$ cat config.mk
export PLATFORM = sky130hd
export DESIGN_NAME = router_regs_top
export DESIGN_NICKNAME = d
export VERILOG_FILES = /design/src/hdl/router_regs_pkg.sv /design/src/hdl/reg_bus_if.sv /design/src/hdl/wb_reg_slave.sv /design/src/hdl/port_enable_regs.sv /design/src/hdl/port_stats_bank.sv /design/src/hdl/router_regs_top.sv
export SDC_FILE = /design/constraint.sdc
export NUM_CORES = 2
export LEC_CHECK = 0
export ABC_CLOCK_PERIOD_IN_PS = 5900
export BUFFER_PORTS_ARGS = -buffer_cell sky130_fd_sc_hd__buf_2
export CORE_AREA = 2 2 571 573
export CTS_BUF_LIST = sky130_fd_sc_hd__clkbuf_16
export DETAILED_ROUTE_END_ITERATION = 10
export DIE_AREA = 0 0 573 575
export PLACE_DENSITY = 0.54
export SLEW_MARGIN = 20
export SYNTH_ARGS = -nofsm -noshare
export SYNTH_HDL_FRONTEND = slang
export SYNTH_SLANG_ARGS = --single-unit
$ cat constraint.sdc
create_clock -name clk_ifc -period 5.9 [get_ports clk_ifc]
set_input_delay 0.295 -clock clk_ifc [delete_from_list [all_inputs] [get_ports clk_ifc]]
set_output_delay 0.295 -clock clk_ifc [all_outputs]
set_load 0.02 [all_outputs]
$ cat src/hdl/router_regs_pkg.sv
// Router register block definitions

package router_regs_pkg;

    //////////////////////////////
    // Sizes
    //////////////////////////////

    localparam int num_ports  = 8;
    localparam int port_idx_w = $clog2(num_ports);
    localparam int addr_w     = 7;
    localparam int drop_cnt_w = 32;

    typedef logic [31:0]          reg_word_t;
    typedef logic [addr_w-1:0]    reg_addr_t;
    typedef logic [num_ports-1:0] port_mask_t;

    localparam reg_word_t version_id = 32'h0100_000A;

    //////////////////////////////
    // Register map
    //////////////////////////////

    // Enable block words sit at the same absolute and local offsets
    localparam int addr_version         = 0;
    localparam int addr_ing_enable_con  = 1;
    localparam int addr_egr_enable_con  = 2;
    localparam int addr_ing_enable_stat = 3;
    localparam int addr_egr_enable_stat = 4;
    localparam int enable_words         = 8;

    // Statistics banks
    localparam int ing_bank_base   = 8;
    localparam int egr_bank_base   = 48;
    localparam int bank_words      = 40;
    localparam int addr_sample_con = 0;
    localparam int words_per_port  = 4;
    localparam int word_idx_w      = $clog2(words_per_port);

    // Word index inside one port's group
    localparam int word_pkt  = 0;
    localparam int word_byte = 1;
    localparam int word_err  = 2;
    localparam int word_drop = 3;

    //////////////////////////////
    // Counter sets
    //////////////////////////////

    typedef struct packed {
        logic [31:0] pkt_cnt;
        logic [31:0] byte_cnt;
        logic [31:0] err_cnt;
    } ing_cnt_set_t;

    typedef struct packed {
        logic [23:0] pkt_cnt;
        logic [31:0] byte_cnt;
        logic [15:0] err_cnt;
    } egr_cnt_set_t;

endpackage

$ cat src/hdl/reg_bus_if.sv
// Register peer local bus

interface reg_bus_if;
    import router_regs_pkg::*;

    // Local word offset inside the peer's range
    reg_addr_t addr;
    reg_word_t wdata;
    logic      write;
    reg_word_t rdata;

    modport host (
        output addr,
        output wdata,
        output write,
        input  rdata
    );

    modport peer (
        input  addr,
        input  wdata,
        input  write,
        output rdata
    );

endinterface

$ cat src/hdl/wb_reg_slave.sv
// Wishbone classic slave
// Address decode to three register peers

module wb_reg_slave (
    input  logic                       clk_ifc,
    input  logic                       rst_n,
    input  logic                       wb_cyc,
    input  logic                       wb_stb,
    input  logic                       wb_we,
    input  router_regs_pkg::reg_addr_t wb_adr,
    input  router_regs_pkg::reg_word_t wb_dat_w,
    output router_regs_pkg::reg_word_t wb_dat_r,
    output logic                       wb_ack,
    reg_bus_if.host                    enable_bus,
    reg_bus_if.host                    ing_bus,
    reg_bus_if.host                    egr_bus
);
    import router_regs_pkg::*;

    logic      accept;
    logic      in_enable;
    logic      in_ing;
    logic      in_egr;
    reg_word_t rd_sel;

    // The ack cycle blocks a second accept of the same strobe
    assign accept = wb_cyc && wb_stb && !wb_ack;

    assign in_enable = wb_adr < reg_addr_t'(enable_words);
    assign in_ing    = wb_adr >= reg_addr_t'(ing_bank_base) &&
                       wb_adr < reg_addr_t'(ing_bank_base + bank_words);
    assign in_egr    = wb_adr >= reg_addr_t'(egr_bank_base) &&
                       wb_adr < reg_addr_t'(egr_bank_base + bank_words);

    //////////////////////////////
    // Peer requests
    //////////////////////////////

    assign enable_bus.addr  = wb_adr;
    assign enable_bus.wdata = wb_dat_w;
    assign enable_bus.write = accept && wb_we && in_enable;

    assign ing_bus.addr  = wb_adr - reg_addr_t'(ing_bank_base);
    assign ing_bus.wdata = wb_dat_w;
    assign ing_bus.write = accept && wb_we && in_ing;

    assign egr_bus.addr  = wb_adr - reg_addr_t'(egr_bank_base);
    assign egr_bus.wdata = wb_dat_w;
    assign egr_bus.write = accept && wb_we && in_egr;

    //////////////////////////////
    // Read data and ack
    //////////////////////////////

    always_comb begin
        rd_sel = '0;
        if (in_enable) begin
            rd_sel = enable_bus.rdata;
        end else if (in_ing) begin
            rd_sel = ing_bus.rdata;
        end else if (in_egr) begin
            rd_sel = egr_bus.rdata;
        end
    end

    always_ff @(posedge clk_ifc) begin
        if (!rst_n) begin
            wb_ack <= 1'b0;
        end else begin
            wb_ack <= accept;
        end
    end

    // Held until the next accepted strobe
    always_ff @(posedge clk_ifc) begin
        if (accept) begin
            wb_dat_r <= rd_sel;
        end
    end

endmodule

$ cat src/hdl/port_enable_regs.sv
// Port enable control and status

module port_enable_regs (
    input  logic                        clk_ifc,
    input  logic                        rst_n,
    reg_bus_if.peer                     bus,
    input  router_regs_pkg::port_mask_t ing_ports_connected,
    input  router_regs_pkg::port_mask_t egr_ports_connected,
    output router_regs_pkg::port_mask_t ing_ports_enable,
    output router_regs_pkg::port_mask_t egr_ports_enable
);
    import router_regs_pkg::*;

    port_mask_t ing_enable_con;
    port_mask_t egr_enable_con;
    port_mask_t ing_enable_stat;
    port_mask_t egr_enable_stat;
    reg_word_t  rd_word;

    // All ports come up enabled
    always_ff @(posedge clk_ifc) begin
        if (!rst_n) begin
            ing_enable_con <= '1;
            egr_enable_con <= '1;
        end else if (bus.write) begin
            if (bus.addr == reg_addr_t'(addr_ing_enable_con)) begin
                ing_enable_con <= bus.wdata[num_ports-1:0];
            end
            if (bus.addr == reg_addr_t'(addr_egr_enable_con)) begin
                egr_enable_con <= bus.wdata[num_ports-1:0];
            end
        end
    end

    // Status follows the connected inputs one cycle late
    always_ff @(posedge clk_ifc) begin
        if (!rst_n) begin
            ing_enable_stat <= '0;
            egr_enable_stat <= '0;
        end else begin
            ing_enable_stat <= ing_ports_connected;
            egr_enable_stat <= egr_ports_connected;
        end
    end

    assign ing_ports_enable = ing_enable_con;
    assign egr_ports_enable = egr_enable_con;

    always_comb begin
        case (bus.addr)
            reg_addr_t'(addr_version):         rd_word = version_id;
            reg_addr_t'(addr_ing_enable_con):  rd_word = reg_word_t'(ing_enable_con);
            reg_addr_t'(addr_egr_enable_con):  rd_word = reg_word_t'(egr_enable_con);
            reg_addr_t'(addr_ing_enable_stat): rd_word = reg_word_t'(ing_enable_stat);
            reg_addr_t'(addr_egr_enable_stat): rd_word = reg_word_t'(egr_enable_stat);
            default:                           rd_word = '0;
        endcase
    end

    assign bus.rdata = rd_word;

endmodule

$ cat src/hdl/port_stats_bank.sv
// Per-direction port statistics bank

module port_stats_bank #(
    parameter type cnt_set_t = router_regs_pkg::ing_cnt_set_t
) (
    input  logic                        clk_ifc,
    input  logic                        rst_n,
    reg_bus_if.peer                     bus,
    input  cnt_set_t                    cnts [router_regs_pkg::num_ports],
    input  router_regs_pkg::port_mask_t buf_full_drop
);
    import router_regs_pkg::*;

    port_mask_t            sample;
    port_mask_t            sample_d;
    port_mask_t            sample_rise;
    port_mask_t            drop_q;
    port_mask_t            drop_q_d;
    port_mask_t            drop_rise;
    logic [drop_cnt_w-1:0] drop_cnt  [num_ports];
    logic [drop_cnt_w-1:0] snap_drop [num_ports];
    cnt_set_t              snap_cnt  [num_ports];
    reg_addr_t             slot;
    logic                  slot_valid;
    logic [port_idx_w-1:0] slot_port;
    logic [word_idx_w-1:0] slot_word;
    reg_word_t             rd_word;

    //////////////////////////////
    // Sample control and edges
    //////////////////////////////

    always_ff @(posedge clk_ifc) begin
        if (!rst_n) begin
            sample   <= '0;
            sample_d <= '0;
            drop_q   <= '0;
            drop_q_d <= '0;
        end else begin
            sample_d <= sample;
            drop_q   <= buf_full_drop;
            drop_q_d <= drop_q;
            if (bus.write && bus.addr == reg_addr_t'(addr_sample_con)) begin
                sample <= bus.wdata[num_ports-1:0];
            end
        end
    end

    assign sample_rise = sample & ~sample_d;
    assign drop_rise   = drop_q & ~drop_q_d;

    //////////////////////////////
    // Drop counters and snapshots
    //////////////////////////////

    always_ff @(posedge clk_ifc) begin
        if (!rst_n) begin
            for (int p = 0; p < num_ports; p++) begin
                drop_cnt[p]  <= '0;
                snap_drop[p] <= '0;
                snap_cnt[p]  <= '0;
            end
        end else begin
            for (int p = 0; p < num_ports; p++) begin
                if (sample_rise[p]) begin
                    snap_cnt[p]  <= cnts[p];
                    snap_drop[p] <= drop_cnt[p];
                    // A drop on the snapshot cycle opens the next interval
                    drop_cnt[p]  <= drop_cnt_w'(drop_rise[p]);
                end else if (drop_rise[p]) begin
                    drop_cnt[p] <= drop_cnt[p] + 1'b1;
                end
            end
        end
    end

    //////////////////////////////
    // Read decode
    //////////////////////////////

    // Port words start one past the sample register
    assign slot       = bus.addr - reg_addr_t'(1);
    assign slot_valid = bus.addr != reg_addr_t'(addr_sample_con) &&
                        bus.addr <= reg_addr_t'(num_ports * words_per_port);
    assign slot_port  = slot[word_idx_w +: port_idx_w];
    assign slot_word  = slot[word_idx_w-1:0];

    always_comb begin
        rd_word = '0;
        if (bus.addr == reg_addr_t'(addr_sample_con)) begin
            rd_word = reg_word_t'(sample);
        end else if (slot_valid) begin
            case (slot_word)
                word_pkt:  rd_word = reg_word_t'(snap_cnt[slot_port].pkt_cnt);
                word_byte: rd_word = reg_word_t'(snap_cnt[slot_port].byte_cnt);
                word_err:  rd_word = reg_word_t'(snap_cnt[slot_port].err_cnt);
                word_drop: rd_word = reg_word_t'(snap_drop[slot_port]);
                default:   rd_word = '0;
            endcase
        end
    end

    assign bus.rdata = rd_word;

endmodule

$ cat src/hdl/router_regs_top.sv
// Router control and statistics registers

module router_regs_top (
    input  logic                          clk_ifc,
    input  logic                          rst_n,
    input  logic                          wb_cyc,
    input  logic                          wb_stb,
    input  logic                          wb_we,
    input  router_regs_pkg::reg_addr_t    wb_adr,
    input  router_regs_pkg::reg_word_t    wb_dat_w,
    output router_regs_pkg::reg_word_t    wb_dat_r,
    output logic                          wb_ack,
    output router_regs_pkg::port_mask_t   ing_ports_enable,
    output router_regs_pkg::port_mask_t   egr_ports_enable,
    input  router_regs_pkg::port_mask_t   ing_ports_connected,
    input  router_regs_pkg::port_mask_t   egr_ports_connected,
    input  router_regs_pkg::ing_cnt_set_t ing_cnts [router_regs_pkg::num_ports],
    input  router_regs_pkg::egr_cnt_set_t egr_cnts [router_regs_pkg::num_ports],
    input  router_regs_pkg::port_mask_t   ing_buf_full_drop,
    input  router_regs_pkg::port_mask_t   egr_buf_full_drop
);
    import router_regs_pkg::*;

    reg_bus_if enable_bus ();
    reg_bus_if ing_bus ();
    reg_bus_if egr_bus ();

    wb_reg_slave u_slave (
        .clk_ifc    (clk_ifc),
        .rst_n      (rst_n),
        .wb_cyc     (wb_cyc),
        .wb_stb     (wb_stb),
        .wb_we      (wb_we),
        .wb_adr     (wb_adr),
        .wb_dat_w   (wb_dat_w),
        .wb_dat_r   (wb_dat_r),
        .wb_ack     (wb_ack),
        .enable_bus (enable_bus.host),
        .ing_bus    (ing_bus.host),
        .egr_bus    (egr_bus.host)
    );

    port_enable_regs u_enable (
        .clk_ifc             (clk_ifc),
        .rst_n               (rst_n),
        .bus                 (enable_bus.peer),
        .ing_ports_connected (ing_ports_connected),
        .egr_ports_connected (egr_ports_connected),
        .ing_ports_enable    (ing_ports_enable),
        .egr_ports_enable    (egr_ports_enable)
    );

    port_stats_bank #(
        .cnt_set_t (ing_cnt_set_t)
    ) ing_stats (
        .clk_ifc       (clk_ifc),
        .rst_n         (rst_n),
        .bus           (ing_bus.peer),
        .cnts          (ing_cnts),
        .buf_full_drop (ing_buf_full_drop)
    );

    // Narrow egress counts are zero-extended inside the bank
    port_stats_bank #(
        .cnt_set_t (egr_cnt_set_t)
    ) egr_stats (
        .clk_ifc       (clk_ifc),
        .rst_n         (rst_n),
        .bus           (egr_bus.peer),
        .cnts          (egr_cnts),
        .buf_full_drop (egr_buf_full_drop)
    );

endmodule

; ---- After elaboration in Yosys (flattened, before gate mapping)
; Memories as Yosys holds them, arrays and structs flattened.
; Cells that the tools add are included.
[classes]
n_addsub = 20
n_mul = 0
div = 0
n_lt_le_gt_ge = 7
eq_ne = 10
n_shift = 0
mux = 187
bitwise_logic = 72
reduce_logical = 22
[ops]
columns = cell, n
row1 = two-way mux 32 bit, 55
row2 = two-way mux 96 bit, 8
row3 = two-way mux 72 bit, 8
row4 = "adder 32 x 1 -> 32 bit, second input constant", 16
row5 = one-hot mux 32 bit (4 select lines), 2
row6 = one-hot mux 25 bit (5 select lines), 1
row7 = two-way mux 1 bit, 113
row8 = OR 1 bit, 64
row9 = AND 8 bit, 4
row10 = NOT 8 bit, 4
row11 = zero test 7 bit, 3
row12 = "== test 7 x 2 -> 1 bit, second input constant", 2
row13 = "less-or-equal comparator 7 x 6 -> 1 bit, second input constant", 2
row14 = nonzero test 7 bit, 2
row15 = logical AND 1 bit, 12
row16 = "subtractor 5 x 1 -> 5 bit, second input constant", 2
row17 = "== test 2 bit, second input constant", 4
row18 = "== test 7 x 1 -> 1 bit, second input constant", 1
row19 = "== test 7 x 3 -> 1 bit, second input constant", 1
row20 = "greater-or-equal comparator 7 x 4 -> 1 bit, second input constant", 1
row21 = "greater-or-equal comparator 7 x 6 -> 1 bit, second input constant", 1
row22 = "less-than comparator 7 x 4 -> 1 bit, second input constant", 1
row23 = "less-than comparator 7 x 6 -> 1 bit, second input constant", 1
row24 = "less-than comparator 7 bit, second input constant", 1
row25 = other kinds (6), 9
[totals]
regBits = 129
latchBits = 0
ram_bits = 2368
rom_bits = 0
input_bits = 1420
out_inout_bits = 49
word_cells = 338
memories = 6
[mem_list]
columns = memory, words, width, rd, rd_clocked_by_memory_dff, wr, line
row1 = ing_stats.snap_cnt, 8, 96, 1, 0, 8, port_stats_bank.sv:22  ; cnt_set_t snap_cnt [num_ports];
row2 = egr_stats.snap_cnt, 8, 72, 1, 0, 8, port_stats_bank.sv:22
row3 = egr_stats.drop_cnt, 8, 32, 8, 0, 8, port_stats_bank.sv:20  ; logic [drop_cnt_w-1:0] drop_cnt [num_ports];
row4 = egr_stats.snap_drop, 8, 32, 1, 0, 8, port_stats_bank.sv:21  ; logic [drop_cnt_w-1:0] snap_drop [num_ports];
row5 = ing_stats.drop_cnt, 8, 32, 8, 0, 8, port_stats_bank.sv:20
row6 = ing_stats.snap_drop, 8, 32, 1, 0, 8, port_stats_bank.sv:21

; ---- Logic depth before layout (Yosys ltp)
[depth]
depth_word = 9
depth_mapped = 18
depth_no_buf = 10

; ---- Modules after synthesis
; A second synthesis with hierarchy kept.
[hier_totals]
cells_unflattened = 9687
hier_area_um2 = 121698.0
[by_module_without_submodules]
columns = mod, n_inst, cells_per_inst, area_per_inst_um2, seq_area_each_um2
row1 = port_stats_bank at ing_stats, 1, 4920, 62762.7, 39077.5
row2 = port_stats_bank at egr_stats, 1, 4353, 54562.3, 33311.9
row3 = wb_reg_slave, 1, 252, 2722.6, 980.9
row4 = port_enable_regs, 1, 162, 1650.3, 640.6

; ---- Least setup slack after synthesis
; Ideal clock, no wire load.
[synth_path]
path_kind = input to register
startpoint = input port rst_n
endpoint = memory ing_stats.drop_cnt[9][0] (netlist: ing_stats.drop_cnt[1][32]) (enable)
setup_ps = 348
arrival_ps = 4973
required_ps = 5552
path_slack_ps = 579
path_stages = 6
path_buffers = 4
cell_sequence = clkbuf_1 clkbuf_1 buf_1 buf_1 nand2_1 or2_2
[synth_lines]
columns = element, line
row1 = from (decl), router_regs_top.sv:5  ; input logic rst_n,
row2 = to (decl), port_stats_bank.sv:20

; ---- Worst setup path after layout
[layout_path]
startpoint = input port wb_adr[0]
endpoint = register u_slave.wb_dat_r[14], data pin
[layout_between]
elab_chain_len = 9
elab_cells_between_ends = 40
cone_classes = add/sub (4) / order compare (7) / eq/ne (6) / mux (9) / reduce/logical (10) / memory (4)
[layout_rtl]
columns = element, line
row1 = from (decl), router_regs_top.sv:9  ; input router_regs_pkg::reg_addr_t wb_adr,
row2 = subtractor 7 x 6 -> 7 bit, wb_reg_slave.sv:47  ; assign egr_bus.addr = wb_adr - reg_addr_t'(egr_bank_base);
row3 = subtractor 5 x 1 -> 5 bit, port_stats_bank.sv:82  ; assign slot = bus.addr - reg_addr_t'(1);
row4 = "memory (8 x 32 bit), or another cell as far along", n/a
row5 = one-hot mux 32 bit (4 select lines), port_stats_bank.sv:93  ; case (slot_word)
row6 = two-way mux 32 bit, port_stats_bank.sv:92  ; end else if (slot_valid) begin
row7 = two-way mux 32 bit, port_stats_bank.sv:90  ; if (bus.addr == reg_addr_t'(addr_sample_con)) begin
row8 = two-way mux 32 bit, wb_reg_slave.sv:61  ; end else if (in_egr) begin
row9 = two-way mux 32 bit, wb_reg_slave.sv:59  ; end else if (in_ing) begin
row10 = two-way mux 32 bit (*), wb_reg_slave.sv:57  ; if (in_enable) begin
row11 = to (signal assigned), wb_reg_slave.sv:77  ; wb_dat_r <= rd_sel;
row12 = to (decl), wb_reg_slave.sv:12  ; output router_regs_pkg::reg_word_t wb_dat_r,
; Mark *: on every way between the ends. The rest lies on a longest branch, timed or not.
; A chain may end at the register's enable or synchronous reset.

==> results.md <==
* DP HPWL at roughly 470 mm
* Mapped Area at ~0.12 mm2
* Leakage power at between 0.05 and 0.06 uW
* Worst Hold Depth at 3
* Final net count at 13.9k
* Global-route wire length before repair at around 830 mm
* Flop and latch count out of synthesis at 2497
* Synth cell types at between 80 and 90
* Number of flops mapped to enable cells by yosys at 2400
* Resized cells post-CTS at 0
* Worst setup SP type: input port
* Initial core utilization at between 30% and 40%
* RSZ-0062 raised after global routing: no
* Fin area at 0.155 mm2
* IO buf count at ~1.4k
* Drt total wl at 628 mm
* Async set or reset register ratio after synthesis at 0%
* Total of max-cap violations at 0
* Setup CP Type: in -> reg
* Drt drc at 0
* Endpoints failing setup at 0
* CORE AREA at 0.323 mm2
* Hold Vio Cnt, Final at 0
* Peak supply drop at ~0.23 mV
* First drt pass iteration count at 8
* Synth Area per Inst at between 10 and 15 um2
* Fill cell count at 29.3k
* Buf/Inv on CP at 5
* Fmax at 222 MHz
* Setup_tns at 0 ps
* TritonCTS clock tree: done
* Maximum number of pins on one net before global-route repair at 126
* Post-synthesis net count at 11.0k
* WP data arrival at 5300 ps
* Die footprint at approximately 0.33 mm2
* P&R area growth vs syn at 32.0%
* Vias/cell at 5.79
* Die X at ~570 um
* Worst path slowest cell: ha_4
* Synth area leaders: edfxtp_1 (62%), and2_1 (10%), nand2_1 (3.3%), mux4_2 (2.7%), mux2i_1 (2.3%)
* Period utilization at between 70% and 80%
* Status: finished clean
* FF-to-FF setup slack at roughly 2400 ps
* Min cycle time layout at between 4000 and 5000 ps
* Final Power at 44900 uW
* HP Class: in -> reg
* Clk buf depth at 4
* Inserted Clock Buffers at approximately 300
* Cells after synthesis at 9567
* Max Transition Viols Final at 0
* H-Tree Depth at 5
* Pwr/cell area at between 200 and 300 mW/mm2
* Post-synthesis sequential area ratio at around 63%
* Largest delay share family, worst path: simple AND/OR/NAND/NOR gates
* Core Util, Final at 47.8%
* Area leader, netlist: edfxtp_1
* Pin slew with the least headroom to its limit at 1460 ps
* RD Place Congestion at around 1
* Worst skew pair latency at a little over 900 ps
* Worst path cell trace: buf_4, or2_2, inv_2, ha_4, buf_4, and2_1, nand2b_1, buf_4, a21oi_1, nor4_1, o21ai_0, buf_4, a31o_2
* Top_reg_cell synth: edfxtp_1
* Area share of the largest cell type after synthesis at 61.5%
* WHS Endpoint: u_slave.wb_dat_r[3]$_DFFE_PP_
* CP endpoint kind: register
* Root Driver: clkbuf_16
* Worst endpoint required time at around 6700 ps
* DRT antenna net count at 0
* Top cell by count, worst path: buf_4
* Number of global-route vias before repair at roughly 95k
* WL/cell at about 37 um
* CTS Sinks at approximately 2.5k
* Clock slew at reported path FFs at 60 ps
* Tot GR Track Use at between 30% and 40%
* Row cnt at roughly 210
* Hold path start: wb_adr[5]
* CTS Hold Bufs at roughly 1.4k
* Max incr delay on CP at 880 ps
* Vias at 99.4k
* Antenna violations before repair at around 250
* Reg2reg start: egr_stats.drop_cnt[0][32]$_SDFFCE_PN0P_
* Layout cells sized above 1 at a little under a fifth
* Post-placement cell area at 0.131 mm2
* Synth Warn # at 0
* Starting DRT DRC Count at ~15k
* Post-CTS setup repair buffer count at 0
* Chip Height at between 500 and 600 um
* Rel. slew slack at ~2.8%
* R2R cell count at 8
* Number of top-level pins at roughly 1.5k
* CP max FO at 34
* Total grt overflow at 0
* Reg-to-reg critical path endpoint: egr_stats.drop_cnt[0][62]$_SDFFCE_PN0P_
* Clock skew at 57.6 ps
==> registers in the layout (all words and copies together) (netlist names), 32 cells and up <==
| register | count |
|---|---|
| egr_stats.drop_cnt | 256 |
| egr_stats.snap_cnt | 576 |
| egr_stats.snap_drop | 256 |
| ing_stats.drop_cnt | 256 |
| ing_stats.snap_cnt | 768 |
| ing_stats.snap_drop | 256 |
| u_slave.wb_dat_r | 32 |
==> area by class of cell <==
type / instances / area [um2] / area share, %
diodes: 190 / 475 / 0.308
clock buffers: 304 / 7610 / 4.92
clock inverters: 231 / 1850 / 1.19
inverters: 85 / 347 / 0.224
multi-input cells: 6422 / 41000 / 26.5
flip-flops and latches: 2497 / 74000 / 47.9
well taps: 4325 / 5410 / 3.50
repair buffers: 3112 / 23900 / 15.4
==> per-layer routing <==
metal  global-route usage (%)  vias up  share of wire (%)
met1                     50.1    50700                 40
met2                     53.5     6898                 42
met4                     21.2       62                6.7
met5                        0        -              0.062
met3                     9.55     1411                 11
li1                         -    40400                  -
==> power by group <==
group	total, uW	switching (uW)	internal, uW
sequential	20900	641	20300
clock	18500	8020	10500
combinational	5450	3470	1980
total	44900	12100	32800
==> cells in the mapped netlist (146+ instances only) <==
cell and instances:
nor2_1 602, and2_1 1896, xor2_1 267, mux2i_1 266, a21oi_1 230, clkbuf_1 352
nand2_1 1041, o21ai_0 166, nor3_1 159, edfxtp_1 2400, nand3_1 409, xnor2_1 146
==> worst max-delay path by stage <==
stage	cells after the start	slack [ps]	endpoint	startpoint
2_1_floorplan	6	580	ing_stats.drop_cnt[1][32]$_DFFE_PP_	rst_n
3_3_place_gp	12	750	u_slave.wb_dat_r[18]$_SDFFCE_PP0P_	wb_adr[0]
3_5_place_dp	13	720	u_slave.wb_dat_r[14]$_SDFFCE_PP0P_	wb_adr[0]
4_1_cts	13	1690	u_slave.wb_dat_r[14]$_SDFFCE_PP0P_	wb_adr[0]
5_1_grt	11	1590	u_slave.wb_dat_r[8]$_SDFFCE_PP0P_	wb_adr[0]
6_report	13	1390	u_slave.wb_dat_r[14]$_SDFFCE_PP0P_	wb_adr[0]
==> cells in the final DEF, fill, tap and decap left out, drive strengths merged, types with 31 or more instances in the layout <==
master       count
inv            167
nand3          409
o22ai           46
a21oi          230
nand4          136
and4            35
nor4            46
dfxtp           97
clkbuf         305
dlygate4sd3   1403
nor3           160
diode          190
a32oi           54
nor2           604
and2          1898
a22oi           31
o21ai          167
clkinv         121
a31oi           97
xnor2          147
nand2b          36
xor2           267
mux2i          266
mux4           138
edfxtp        2400
or3             91
nand2         1042
and3           100
mux2            32
nor2b           46
buf           1708
a211oi          38
==> logic make-up after synthesis <==
family | count (synthesis) | synth area share (%)
simple gates | 4666 | 21.0
buf+inv | 648 | 2.28
fa+ha+maj | 26 | 0.278
mux | 436 | 5.23
compound gates | 880 | 4.93
xor+xnor | 414 | 3.10
flops | 2497 | 63.2
==> metrics by stage <==
stage / cells / hold WS, ps / setup WS (ps)
floorplan: 9567 / 419 / 579
global placement: 15000 / 440 / 746
detailed placement: 15000 / 444 / 720
CTS: 17000 / 1.37 / 1690
global route: 17100 / 57.8 / 1590
finish: 17200 / 88.3 / 1390
==> worst min-delay path: cells and delay by family <==
| family | cells | cell delay, ps |
|---|---|---|
| compound gates | 1 | 250 |
| simple gates | 1 | 140 |
| buf+inv | 1 | 190 |
Power figures use the tool's default switching activity.
